[src/logic/huffAlphabetPkg.sv]
package huffAlphabetPkg;

    //============================================================
    // Symbol alphabet of the code tree
    //============================================================

    localparam int SymbolCount = 32;

    typedef logic [$clog2(SymbolCount)-1:0] symbolIndex_t;  // Leaf number in tree order
    typedef logic [4:0]                     decodedValue_t;

    localparam symbolIndex_t IdleSymbol = 5'd31;  // Leaf A, decodes to 0

    // Leaf index to decoded value
    localparam decodedValue_t DecodeTable [SymbolCount] = '{
        5'd18,  // S
        5'd10,  // K
        5'd17,  // R
        5'd9,   // J
        5'd19,  // T
        5'd16,  // Q
        5'd8,   // I
        5'd20,  // U
        5'd11,  // L
        5'd21,  // V
        5'd7,   // H
        5'd15,  // P
        5'd12,  // M
        5'd22,  // W
        5'd6,   // G
        5'd23,  // X
        5'd14,  // O
        5'd5,   // F
        5'd13,  // N
        5'd24,  // Y
        5'd4,   // E
        5'd25,  // Z
        5'd26,  // a
        5'd3,   // D
        5'd2,   // C
        5'd1,   // B
        5'd29,  // d
        5'd30,  // e
        5'd28,  // c
        5'd27,  // b
        5'd31,  // f
        5'd0    // A
    };

endpackage

[src/logic/huffStreamPkg.sv]
package huffStreamPkg;

    //============================================================
    // Encoded stream and bit window
    //============================================================

    localparam int WordWidth     = 10;  // Input word and longest code
    localparam int WindowWidth   = 20;
    localparam int MinCodeLength = 3;

    typedef logic [WordWidth-1:0]               codeWord_t;    // Oldest bit in MSB
    typedef logic [3:0]                         codeLength_t;
    typedef logic [$clog2(WindowWidth+1)-1:0]   fillCount_t;   // 0 to 20 valid bits
    typedef logic [WindowWidth-1:0]             window_t;      // Left aligned

    // Matcher to window and output stage
    typedef struct packed {
        logic                          valid;
        huffAlphabetPkg::symbolIndex_t symbol;
        codeLength_t                   length;
    } matchResult_t;

endpackage

[src/logic/bitWindow.sv]
`timescale 1ns/1ps

module bitWindow (
    input  logic                        clk,
    input  logic                        rst,
    input  huffStreamPkg::codeWord_t    word,
    input  logic                        load,
    input  huffStreamPkg::matchResult_t match,
    output huffStreamPkg::codeWord_t    windowHead,
    output logic                        headValid,
    output logic                        ready
);

    huffStreamPkg::window_t    window;      // Valid bits from MSB down
    huffStreamPkg::window_t    windowNext;
    huffStreamPkg::window_t    placedWord;
    huffStreamPkg::fillCount_t fillCount;
    huffStreamPkg::fillCount_t fillNext;
    huffStreamPkg::fillCount_t consumeLen;
    huffStreamPkg::fillCount_t keptCount;

    //============================================================
    // Next window contents
    //============================================================

    assign consumeLen = match.valid ? huffStreamPkg::fillCount_t'(match.length) : '0;
    assign keptCount  = fillCount - consumeLen;  // Bits left after the shift

    // New word lands right behind the surviving bits
    assign placedWord = {word, {(huffStreamPkg::WindowWidth - huffStreamPkg::WordWidth){1'b0}}}
                        >> keptCount;

    assign windowNext = (window << consumeLen) | (load ? placedWord : '0);
    assign fillNext   = keptCount
                        + (load ? huffStreamPkg::fillCount_t'(huffStreamPkg::WordWidth)
                                : '0);

    // Bits below the fill count stay zero, so the OR above is safe
    always_ff @(posedge clk or negedge rst) begin
        if (!rst) begin
            window    <= '0;
            fillCount <= '0;
        end else begin
            window    <= windowNext;
            fillCount <= fillNext;
        end
    end

    //============================================================
    // Status toward the source and the matcher
    //============================================================

    assign windowHead = window[huffStreamPkg::WindowWidth-1 -: huffStreamPkg::WordWidth];
    assign headValid  = fillCount >= huffStreamPkg::fillCount_t'(huffStreamPkg::WordWidth);
    assign ready      = fillCount <= huffStreamPkg::fillCount_t'(huffStreamPkg::WordWidth);

    // Source must wait for room
    loadWhileFull: assert property (@(posedge clk) disable iff (!rst) load |-> ready)
        else $error("bitWindow: load while not ready");

    // Window never overflows across load and consume
    fillInRange: assert property (@(posedge clk) disable iff (!rst)
                                  fillCount <= huffStreamPkg::WindowWidth)
        else $error("bitWindow: fill count %0d above capacity", fillCount);

endmodule

[src/logic/prefixMatcher.sv]
`timescale 1ns/1ps

module prefixMatcher (
    input  huffStreamPkg::codeWord_t    windowHead,
    input  logic                        headValid,
    output huffStreamPkg::matchResult_t match
);

    huffAlphabetPkg::symbolIndex_t symbol;
    huffStreamPkg::codeLength_t    length;

    //============================================================
    // Whole code tree as one priority decision
    //============================================================

    always_comb begin
        casez (windowHead)
            // 3 bit codes
            10'b010_???????: {symbol, length} = {5'd0, 4'd3};    // S
            10'b001_???????: {symbol, length} = {5'd1, 4'd3};    // K
            10'b000_???????: {symbol, length} = {5'd2, 4'd3};    // R

            // 4 bit codes
            10'b1111_??????: {symbol, length} = {5'd3, 4'd4};    // J
            10'b1110_??????: {symbol, length} = {5'd4, 4'd4};    // T
            10'b1011_??????: {symbol, length} = {5'd5, 4'd4};    // Q
            10'b1010_??????: {symbol, length} = {5'd6, 4'd4};    // I
            10'b1001_??????: {symbol, length} = {5'd7, 4'd4};    // U
            10'b1000_??????: {symbol, length} = {5'd8, 4'd4};    // L

            // 5 bit codes
            10'b11010_?????: {symbol, length} = {5'd9, 4'd5};    // V
            10'b11001_?????: {symbol, length} = {5'd10, 4'd5};   // H
            10'b11000_?????: {symbol, length} = {5'd11, 4'd5};   // P
            10'b01101_?????: {symbol, length} = {5'd12, 4'd5};   // M
            10'b01100_?????: {symbol, length} = {5'd13, 4'd5};   // W

            // 6 bit codes
            10'b011111_????: {symbol, length} = {5'd14, 4'd6};   // G
            10'b011101_????: {symbol, length} = {5'd15, 4'd6};   // X

            // 7 bit codes
            10'b1101111_???: {symbol, length} = {5'd16, 4'd7};   // O
            10'b1101110_???: {symbol, length} = {5'd17, 4'd7};   // F
            10'b1101100_???: {symbol, length} = {5'd18, 4'd7};   // N
            10'b0111100_???: {symbol, length} = {5'd19, 4'd7};   // Y
            10'b0111000_???: {symbol, length} = {5'd20, 4'd7};   // E

            // 8 bit codes
            10'b11011011_??: {symbol, length} = {5'd21, 4'd8};   // Z
            10'b01111011_??: {symbol, length} = {5'd22, 4'd8};   // a
            10'b01111010_??: {symbol, length} = {5'd23, 4'd8};   // D
            10'b01110010_??: {symbol, length} = {5'd24, 4'd8};   // C

            // 9 bit code
            10'b110110101_?: {symbol, length} = {5'd25, 4'd9};   // B

            // 10 bit codes, deepest leaves
            10'b1101101001:  {symbol, length} = {5'd26, 4'd10};  // d
            10'b0111001100:  {symbol, length} = {5'd27, 4'd10};  // e
            10'b0111001101:  {symbol, length} = {5'd28, 4'd10};  // c
            10'b1101101000:  {symbol, length} = {5'd29, 4'd10};  // b
            10'b0111001111:  {symbol, length} = {5'd30, 4'd10};  // f
            10'b0111001110:  {symbol, length} = {5'd31, 4'd10};  // A

            default:         {symbol, length} = {5'd0, 4'd0};    // Not reachable in a full tree
        endcase
    end

    assign match.valid  = headValid;
    assign match.symbol = symbol;
    assign match.length = length;

    // Every 10 bit head hits a leaf, so a valid head always gives a real length
    always_comb begin
        if (headValid) begin
            treeComplete: assert (length >= huffStreamPkg::MinCodeLength
                                  && length <= huffStreamPkg::WordWidth)
                else $error("prefixMatcher: no leaf for head %h", windowHead);
        end
    end

endmodule

[src/logic/symbolMap.sv]
`timescale 1ns/1ps

module symbolMap (
    input  logic                           clk,
    input  logic                           rst,
    input  huffStreamPkg::matchResult_t    match,
    output logic                           symbolValid,
    output huffAlphabetPkg::decodedValue_t decodedValue,
    output huffStreamPkg::codeLength_t     symbolLength
);

    huffAlphabetPkg::symbolIndex_t symbolReg;  // Last consumed leaf

    //============================================================
    // Output register
    //============================================================

    always_ff @(posedge clk or negedge rst) begin
        if (!rst) begin
            symbolValid  <= 1'b0;
            symbolReg    <= huffAlphabetPkg::IdleSymbol;  // Value 0 after reset
            symbolLength <= '0;
        end else begin
            symbolValid <= match.valid;  // One pulse per consumed code
            if (match.valid) begin
                symbolReg    <= match.symbol;
                symbolLength <= match.length;
            end
        end
    end

    // Table lookup after the register, lines up with symbolValid
    assign decodedValue = huffAlphabetPkg::DecodeTable[symbolReg];

    // A pulse always carries a length the tree can produce
    lengthOnPulse: assert property (@(posedge clk) disable iff (!rst)
                                    symbolValid |-> symbolLength >= huffStreamPkg::MinCodeLength)
        else $error("symbolMap: pulse with length %0d", symbolLength);

endmodule

[src/logic/huffmanDecoder.sv]
`timescale 1ns/1ps

module huffmanDecoder (
    input  logic                           clk,
    input  logic                           rst,
    input  huffStreamPkg::codeWord_t       word,
    input  logic                           load,
    output logic                           ready,
    output logic                           symbolValid,
    output huffAlphabetPkg::decodedValue_t decodedValue,
    output huffStreamPkg::codeLength_t     symbolLength
);

    huffStreamPkg::codeWord_t    windowHead;  // Next 10 stream bits
    logic                        headValid;
    huffStreamPkg::matchResult_t match;       // Feeds both window and output stage

    //============================================================
    // Window, matcher and output stage
    //============================================================

    bitWindow uBitWindow (
        .clk        (clk),
        .rst        (rst),
        .word       (word),
        .load       (load),
        .match      (match),
        .windowHead (windowHead),
        .headValid  (headValid),
        .ready      (ready)
    );

    // Same cycle match, consumed at the next edge
    prefixMatcher uPrefixMatcher (
        .windowHead (windowHead),
        .headValid  (headValid),
        .match      (match)
    );

    symbolMap uSymbolMap (
        .clk          (clk),
        .rst          (rst),
        .match        (match),
        .symbolValid  (symbolValid),
        .decodedValue (decodedValue),
        .symbolLength (symbolLength)
    );

endmodule

[config.mk]
export PLATFORM = sky130hd
export DESIGN_NAME = huffmanDecoder
export DESIGN_NICKNAME = d
export VERILOG_FILES = /design/src/logic/huffAlphabetPkg.sv /design/src/logic/huffStreamPkg.sv /design/src/logic/bitWindow.sv /design/src/logic/prefixMatcher.sv /design/src/logic/symbolMap.sv /design/src/logic/huffmanDecoder.sv
export SDC_FILE = /design/constraint.sdc
export NUM_CORES = 1
export LEC_CHECK = 0
export BUFFER_PORTS_ARGS = -buffer_cell sky130_fd_sc_hd__buf_2
export CORE_ASPECT_RATIO = 0.7
export CORE_MARGIN = 2
export CORE_UTILIZATION = 59
export CTS_CLUSTER_SIZE = 8
export DETAILED_ROUTE_END_ITERATION = 7
export GPL_ROUTABILITY_DRIVEN = 0
export PLACE_DENSITY = 0.85
export SYNTH_ARGS = -nofsm -noshare
export SYNTH_HDL_FRONTEND = slang
export SYNTH_SLANG_ARGS = --single-unit
[constraint.sdc]
create_clock -name clk -period 4.95 [get_ports clk]
set_input_delay 0.495 -clock clk [delete_from_list [all_inputs] [get_ports clk]]
set_output_delay 0.495 -clock clk [all_outputs]
set_load 0.03 [all_outputs]
# After elaboration in Yosys (flattened, before gate mapping)

Memory sizes are Yosys's and may differ from the RTL's.
Cells that the tools add are included.

Flip-flop bits (word level): 35
Bits in writable memories: 0
Bits in read-only memories: 160
Bits in latches: 0
Memories kept: 1
Word-level logic and storage cells: 61
Bits of input ports: 13
Output and inout bits: 11

Shift-type cells: 2
Div/mod/pow operators: 0
Reduce and logical (&&, ||, !) cells: 8
$mul: 0
$lt $le $gt $ge: 3
Muxes and demuxes: 7
Equal/unequal tests: 31
$add $sub $neg: 2
Bitwise operators: 2

Memories:

| name             | depth | bits a word | rd ports | clocked after Yosys merged registers in | write ports | RTL line        | text |
|---|---|---|---|---|---|---|---|
| (name not given) | 32    | 5           | 1        | 0                                       | 0           | symbolMap.sv:33 | `assign decodedValue = huffAlphabetPkg::DecodeTable[symbolReg];` |

Operator list:

| operator                                             | count |
|---|---|
| one-hot mux 5 bit (32 select lines)                  | 1 |
| equality test 10 x 9 -> 1 bit, second input constant | 4 |
| one-hot mux 4 bit (8 select lines)                   | 1 |
| equality test 4 bit, second input constant           | 6 |
| equality test 8 x 7 -> 1 bit, second input constant  | 3 |
| equality test 7 bit, second input constant           | 3 |
| equality test 10 bit, second input constant          | 2 |
| two-way mux 20 bit                                   | 1 |
| OR 20 bit                                            | 1 |
| << shifter 20 x 5 -> 20 bit                          | 1 |
| right shift 20 x 5 -> 20 bit                         | 1 |
| equality test 5 bit, second input constant           | 3 |
| equality test 7 x 6 -> 1 bit, second input constant  | 2 |
| equality test 6 x 5 -> 1 bit, second input constant  | 2 |
| OR reduction 6 bit                                   | 2 |
| equality test 5 x 4 -> 1 bit, second input constant  | 2 |
| two-way mux 5 bit                                    | 2 |
| OR reduction 5 bit                                   | 2 |
| equality test 9 bit, second input constant           | 1 |
| equality test 8 bit, second input constant           | 1 |
| two-way mux 4 bit                                    | 2 |
| >= comparator 6 bit, second input constant           | 1 |
| inverter 5 -> 6 bit                                  | 1 |
| adder 5 bit                                          | 1 |
| 9 further kinds                                      | 9 |

# Depth between registers and ports, before layout

Gate-level depths: netlist of the first run.

Depth after elaboration: 8
Mapped depth: 20

# Hierarchy

A second synthesis of the first run with hierarchy kept.

Cell total of the unflattened synthesis: 491
Area total of the unflattened synthesis: 4316.6 sq um

By module, submodules not included:

| module        | area an instance (sq um) | cells each | seq. area each (sq um) | times used |
|---|---|---|---|---|
| bitWindow     | 2906.5                   | 335        | 625.6                  | 1 |
| symbolMap     | 805.8                    | 75         | 256.5                  | 1 |
| prefixMatcher | 604.3                    | 81         | 0.0                    | 1 |

# Least setup slack after synthesis of the first run

OpenSTA, ideal clock, no wires.

Path kind: reg-to-reg
Start point: reg uBitWindow.window[15]
End point: reg uBitWindow.window[19]
Buffers on the path: 4
Slack: 1.283 ns
Arrival time: 3.585 ns
Cell stages (with the launch flop): 19
Clock period less this slack: 3.667 ns
Cell sequence: dfrtp_1 -> buf_6 -> nand4bb_4 -> or4_2 -> nand2_1 -> o41a_1 -> buf_6 -> inv_6 -> buf_2 -> ha_1 -> nor2b_1 -> o21ai_0 -> nand2b_1 -> xnor2_1 -> clkbuf_1 -> nand3_1 -> nor3_1 -> a221oi_2 -> a31oi_1

Longest elaborated chain between the ends: 8
Elaborated cells on any way between the ends: 35

Ends and longest elaborated chain:

| what                                                        | RTL line            | text |
|---|---|---|
| start, declared                                             | bitWindow.sv:14     | `huffStreamPkg::window_t window;` |
| start signal, assigned                                      | bitWindow.sv:44     | `window <= windowNext;` |
| equality test 10 bit (tied with other cells)                | prefixMatcher.sv:17 | `casez (windowHead)` |
| OR reduction 6 bit (no source line) (tied with other cells) | -                   |  |
| one-hot mux 4 bit (8 select lines)                          | prefixMatcher.sv:17 |  |
| two-way mux 4 bit                                           | bitWindow.sv:26     | `assign consumeLen = match.valid ? huffStreamPkg::fillCount_t'(match.length) : '0;` |
| subtractor 5 bit                                            | bitWindow.sv:27     | `assign keptCount = fillCount - consumeLen;` |
| right shift 20 x 5 -> 20 bit                                | bitWindow.sv:30     | `assign placedWord = {word, {(huffStreamPkg::WindowWidth - huffStreamPkg::WordWidth){1'b0}}}` |
| two-way mux 20 bit                                          | bitWindow.sv:33     | `assign windowNext = (window << consumeLen) \| (load ? placedWord : '0);` |
| OR 20 bit *                                                 | bitWindow.sv:33     |  |
| via uBitWindow.windowNext[19]                               | bitWindow.sv:15     | `huffStreamPkg::window_t windowNext;` |

The timed path passes the listed nets; every way through them passes the cells marked *.
A chain may end at the register's enable or synchronous reset.

# Final worst setup path of the first run

Start point: reg uBitWindow.window[17]
End point: reg uBitWindow.window[10]

Longest elaborated chain between the ends: 8
Elaborated cells on any way between the ends: 46

Ends and longest elaborated chain:

| what                                                        | RTL line |
|---|---|
| equality test 10 bit (tied with other cells)                | prefixMatcher.sv:17 |
| OR reduction 6 bit (no source line) (tied with other cells) | - |
| one-hot mux 4 bit (8 select lines)                          | prefixMatcher.sv:17 |
| two-way mux 4 bit                                           | bitWindow.sv:26 |
| subtractor 5 bit                                            | bitWindow.sv:27 |
| right shift 20 x 5 -> 20 bit                                | bitWindow.sv:30 |
| two-way mux 20 bit                                          | bitWindow.sv:33 |
| OR 20 bit *                                                 | bitWindow.sv:33 |
| via uBitWindow.windowNext[10]                               | bitWindow.sv:15 |

Marks and branches as above.

==> results of run 1 <==
[per-layer routing]
metal  track usage (%)  share of wire [%]
met5                 0                  0
met4              7.00                1.4
met3              9.91                 16
met2              43.8                 41
met1              48.7                 42
[cells in the final DEF, fill, tap and decap left out, types with 3 or more instances in the layout]
cell,instances
ha_1,14
a22oi_1,6
o211ai_1,12
nor2b_1,4
nor4bb_1,3
o22ai_1,12
mux2_2,7
xnor2_1,6
o21ai_0,27
inv_1,19
buf_4,9
dfrtp_1,30
xor2_1,3
nand3_1,15
and2b_1,3
nor3_1,10
nand2_1,50
mux2i_1,39
a221oi_2,3
dfstp_2,5
a31oi_1,11
buf_2,23
nor2_1,39
a21oi_1,34
a21o_1,5
nand2b_1,5
clkbuf_8,5
and2_1,3
o21ai_1,3
or2_2,3
a211oi_1,4
[through the flow]
step | util [%] | cells | hold WS (ns) | cell area (sq um) | setup slack, ns
after floorplan | - | 459 | 0.199 | 3710 | 1.28
final | 62.6 | 543 | 0.300 | 3850 | 0.735
after CTS | 62.6 | 543 | 0.329 | 3850 | 0.847
after global routing | 62.6 | 543 | 0.367 | 3850 | 0.438
after global placement | 61.2 | 535 | 0.458 | 3760 | 0.994
after detailed placement | 61.2 | 535 | 0.470 | 3760 | 0.864
[cell type report]
class	instances	area, sq um
multi-input cells	368	2510
fillers	495	2300
flip-flops and latches	35	882
repair buffers	32	183
well taps	78	97.6
inverters	22	87.6
clock buffers	5	68.8
clock inverters	3	20.0
[critical path, stage by stage (launching register included)]
cell and delay (ns):
dfrtp_1 0.77, nand4bb_4 0.17, or4_2 0.68, nand2_1 0.13, o41a_1 0.32, inv_6 0.14
ha_1 0.29, nor2b_1 0.12, o21ai_0 0.15, nand2b_1 0.08, xnor2_1 0.14, buf_4 0.21
inv_1 0.19, and2_1 0.20, a211oi_1 0.30, nor2_1 0.07, a21oi_1 0.16
[cells by family (layout without fill, tap and decap cells)]
family	after synthesis	count (layout)
compound gates	141	141
fa+ha+maj	15	15
flops	35	35
simple gates	155	155
xor+xnor	9	9
buf+inv	56	62
mux	48	48
[state kept, by name (all words and copies together), names as in the netlist]
| register | cells |
|---|---|
| uBitWindow.window | 20 |
| uSymbolMap.symbolReg | 5 |
| uSymbolMap.symbolLength | 4 |
| uBitWindow.fillCount | 5 |
| uSymbolMap.symbolValid | 1 |
[final timing paths]
kind	depth (start not counted)	start	slack, ns	endpoint
max in group asynchronous	1	rst	4.12	uSymbolMap.symbolLength[3]$_DFFE_PN0N_
worst max-delay path	16	uBitWindow.window[17]$_DFF_PN0_	0.73	uBitWindow.window[10]$_DFF_PN0_
worst max register to register	16	uBitWindow.window[17]$_DFF_PN0_	0.73	uBitWindow.window[10]$_DFF_PN0_
worst min register to register	2	uSymbolMap.symbolLength[2]$_DFFE_PN0N_	0.49	uSymbolMap.symbolLength[2]$_DFFE_PN0N_
worst min-delay path	1	rst	0.30	uBitWindow.fillCount[2]$_DFF_PN0_
min in group clk	2	uSymbolMap.symbolLength[2]$_DFFE_PN0N_	0.49	uSymbolMap.symbolLength[2]$_DFFE_PN0N_
==> impl_metrics.tcl, run 1 <==
set metrics [dict create \
    synth_mux_area_share_pct 13.9 \
    crit_type "reg -> reg" \
    antenna_left 0 \
    overflow 0 \
    path_max_fanout 19 \
    area_growth_pct 3.91 \
    finalWirelength_um 10900 \
    grt_max_degree 36 \
    firstDrtPassIters 7 \
    cts-root-buf "clkbuf_8" \
    portBuffers 23 \
    yosysTopAreaCell "dfrtp_1" \
    skew_ns 0.00720 \
    clock-sinks 35 \
    slew_viol_final 0 \
    std_cell_rows 24 \
    finalSetupViolCount 0 \
    synth_top_cell_area_share_pct 20.2 \
    routed-via-count 3746 \
    post-cts-setup-buffer-count 0 \
    grt_usage_pct 31.9 \
    tns_ns 0 \
    synth_common_cells "50 x nand2_1, 39 x mux2i_1, 39 x nor2_1, 34 x a21oi_1, 30 x dfrtp_1" \
    min_period_ns 4.22 \
    final_hold_viol_count 0 \
    netlist_instances 459 \
    synth_cell_types 72 \
    synth-seq-area-share_pct 23.8 \
    synth_fp_nets 487 \
    drt_iter0_markers 691 \
    yosysWarnings 0 \
    ios 24 \
    rsz0062_at_grt "false" \
    fin_nets 492 \
    die_w_um 98.8 \
    synth_edf_count 0 \
    maxCapViolCount 0 \
    initial_core_util_pct 60.2 \
    cts_tree "yes" \
    start_kind "flip-flop" \
    first_global_vias 3377 \
    synth_adder_area_share_pct 5.26 \
    drive_above_1_share_pct 16.1 \
    synthSimpleGateAreaFrac_pct 20.9 \
    hp-class "in -> async" \
    dp_hpwl_um 8090 \
    htreeDepth 2 \
    post-route-period-util_pct 85.2 \
    yosys_most_used_dff "dfrtp_1" \
    worstPathArrival_ns 4.43 \
    required_ns 5.17 \
    via_per_inst 6.90 \
    ctsResizeCount 0 \
    async_flop_share_pct 100 \
    clk_pin_slew_ns 0.08 \
    synth.area.top_cells "dfrtp_1 20%, mux2i_1 11%, nand2_1 5.1%, ha_1 4.7%, a21oi_1 4.6%" \
    die-area_sq_um 6950 \
    cts_hold_buf 0 \
    ctsLongestPathBuffers 2 \
    numCtsBuffers 5 \
    syn_area_per_cell_sq_um 8.08 \
    antenna_cells 0 \
    ys_ff_latch 35 \
    netlist_area_sq_um 3710 \
    antenna_found_initial 0 \
    max_slew_margin_pct 34.4 \
    synth-compound-area-share_pct 25.7 \
    synthXorXnorAreaFrac_pct 2.13 \
    fmaxAchievable_mhz 237 \
    clk_latency_ns 0.29 \
    yosysMostFrequentCell "nand2_1" \
    drc 0 \
    wl_per_cell_um 20.0 \
    core_sq_um 6160 \
    synth_top_family_by_area "compound AO/OA/AOI/OAI gates" \
    grt_pass1_wl_um 17600 \
    worst-slew-pin-transition_ns 0.977 \
    status "finished, final reports clean" \
    die_h_um 70.3 \
    crit_path_end_kind "flip-flop" \
]
Power of run 1 is not shown: default switching activity piles up to over one toggle a cycle in this logic, so the estimate is an artifact.
==> run 2: changes to the inputs <==
- CTS_CLUSTER_DIAMETER: unset -> 40
- PLACE_DENSITY: 0.85 -> 0.89
==> run 2 against run 1 <==
  * The run now ends with DRC left
  * Sequential cell count unchanged
  * Register-to-register slack got worse by 0.33 ns
  * Worst hold slack got worse by 0.013 ns
  * Critical path type unchanged
==> impl_metrics.tcl, run 2 (synthesis results as in run 1) <==
set metrics [dict create \
    status "complete, but fails checks" \
    violations "DRC" \
    final_cell_mix "50 x nand2_1, 39 x nor2_1, 39 x mux2i_1, 34 x a21oi_1, 30 x dfrtp_1" \
    post-route-period-util_pct 91.8 \
    die-area_sq_um 6950 \
    timing.rr.end "uBitWindow.window[19]$_DFF_PN0_" \
    ctsResizeCount 0 \
    post-cts-setup-buffer-count 0 \
    largest_register "uBitWindow.window" \
    timing.rr.start "uBitWindow.window[13]$_DFF_PN0_" \
    ios 24 \
    start_kind "flip-flop" \
    dp_hpwl_um 7900 \
    grt_pass1_wl_um 17700 \
    worst-slew-pin-transition_ns 0.903 \
    antenna_left 0 \
    ctsLongestPathBuffers 2 \
    firstDrtPassIters 8 \
    rsz0062_at_grt "false" \
    die_w_um 98.8 \
    first_global_vias 3483 \
    finalSetupViolCount 0 \
    slowest_delay_ns 0.58 \
    max_slew_margin_pct 39.3 \
    reg2reg_depth 15 \
    clk_pin_slew_ns 0.08 \
    min_period_ns 4.54 \
    overflow 0 \
    fmaxAchievable_mhz 220 \
    place_area_sq_um 3760 \
    final_hold_viol_count 0 \
    tns_ns 0 \
    wl_per_cell_um 20.2 \
    hp-class "in -> async" \
    fin_nets 492 \
    core_sq_um 6160 \
    crit_chain "or2b_1 > or3_1 > a211oi_1 > o41a_1 > inv_6 > ha_1 > nor2b_1 > o21ai_0 > nand2b_1 > xnor2_1 > buf_4 > nand3_1 > nor3_1 > a221oi_2 > a31oi_1" \
    area_growth_pct 4.55 \
    crit_path_top_delay_cell "o41a_1" \
    crit_type "reg -> reg" \
    maxCapViolCount 0 \
    required_ns 5.16 \
    routed-via-count 3847 \
    portBuffers 23 \
    cts_tree "yes" \
    grt_max_degree 36 \
    htreeDepth 2 \
    initial_core_util_pct 60.2 \
    cts_hold_buf 0 \
    antenna_found_initial 0 \
    finalWirelength_um 11000 \
    drt_iter0_markers 761 \
    grt_usage_pct 32.0 \
    std_cell_rows 24 \
    antenna_cells 0 \
    cp.buffers_inverters 2 \
    drc 4 \
    utilization_pct 63.0 \
    die_h_um 70.3 \
    final_common_cell "nand2_1" \
    critPathTopFamily "compound AO/OA/AOI/OAI gates" \
    worstPathArrival_ns 4.75 \
    top_regs "uBitWindow.window x20, uBitWindow.fillCount x5, uSymbolMap.symbolReg x5" \
    path_max_fanout 19 \
    skew_ns 0.00583 \
    via_per_inst 7.08 \
    slew_viol_final 0 \
    cts-root-buf "clkbuf_8" \
    fin_cells 543 \
    crit_path_end_kind "flip-flop" \
    largest_reg_flops 20 \
    drive_above_1_share_pct 16.1 \
    clk_latency_ns 0.31 \
    numPlacedInstances 535 \
    stdcell_area_sq_um 3880 \
    reg2reg_slack_ns 0.41 \
    numCtsBuffers 5 \
    clock-sinks 35 \
]
-- run 2: how the worst max path moves through the flow --
stage | from | to | slack (ns) | cells after the start
floorplan | uBitWindow.window[15]$_DFF_PN0_ | uBitWindow.window[19]$_DFF_PN0_ | 1.28 | 18
global placement | uBitWindow.window[17]$_DFF_PN0_ | uBitWindow.window[19]$_DFF_PN0_ | 0.82 | 13
detailed placement | uBitWindow.window[17]$_DFF_PN0_ | uBitWindow.fillCount[4]$_DFF_PN0_ | 0.63 | 15
CTS | uBitWindow.window[17]$_DFF_PN0_ | uBitWindow.window[19]$_DFF_PN0_ | 0.58 | 15
global route | uBitWindow.window[17]$_DFF_PN0_ | uBitWindow.window[10]$_DFF_PN0_ | 0.14 | 16
finish | uBitWindow.window[13]$_DFF_PN0_ | uBitWindow.window[19]$_DFF_PN0_ | 0.41 | 15
-- run 2: routing by layer --
layer	vias up	part of all wire (%)	global-route usage, %
met1	1771	40	45.8
met2	327	41	44.0
li1	1697	-	-
met5	-	0	0
met4	0	3.3	12.6
met3	52	16	11.0
-- run 2: cell type report --
type                    instances  area, sq um
clock buffers                   5         68.8
clock inverters                 3         43.8
fillers                       480         2280
inverters                      22         87.6
multi-input cells             368         2510
flip-flops and latches         35          882
well taps                      78         97.6
repair buffers                 32          183
-- run 2: worst reg2reg max path, cell delays in order, from the launching register on --
cell	delay, ns
dfrtp_1	0.55
or2b_1	0.31
or3_1	0.34
a211oi_1	0.49
o41a_1	0.58
inv_6	0.16
ha_1	0.31
nor2b_1	0.13
o21ai_0	0.21
nand2b_1	0.14
xnor2_1	0.17
buf_4	0.20
nand3_1	0.21
nor3_1	0.37
a221oi_2	0.06
a31oi_1	0.23
-- run 2: through the flow --
stage | hold slack [ns] | setup slack (ns)
finish | 0.287 | 0.408
global route | 0.344 | 0.140
CTS | 0.300 | 0.584
detailed placement | 0.464 | 0.626
global placement | 0.459 | 0.818
floorplan | 0.199 | 1.28
Power of run 2 is left out for the same reason.
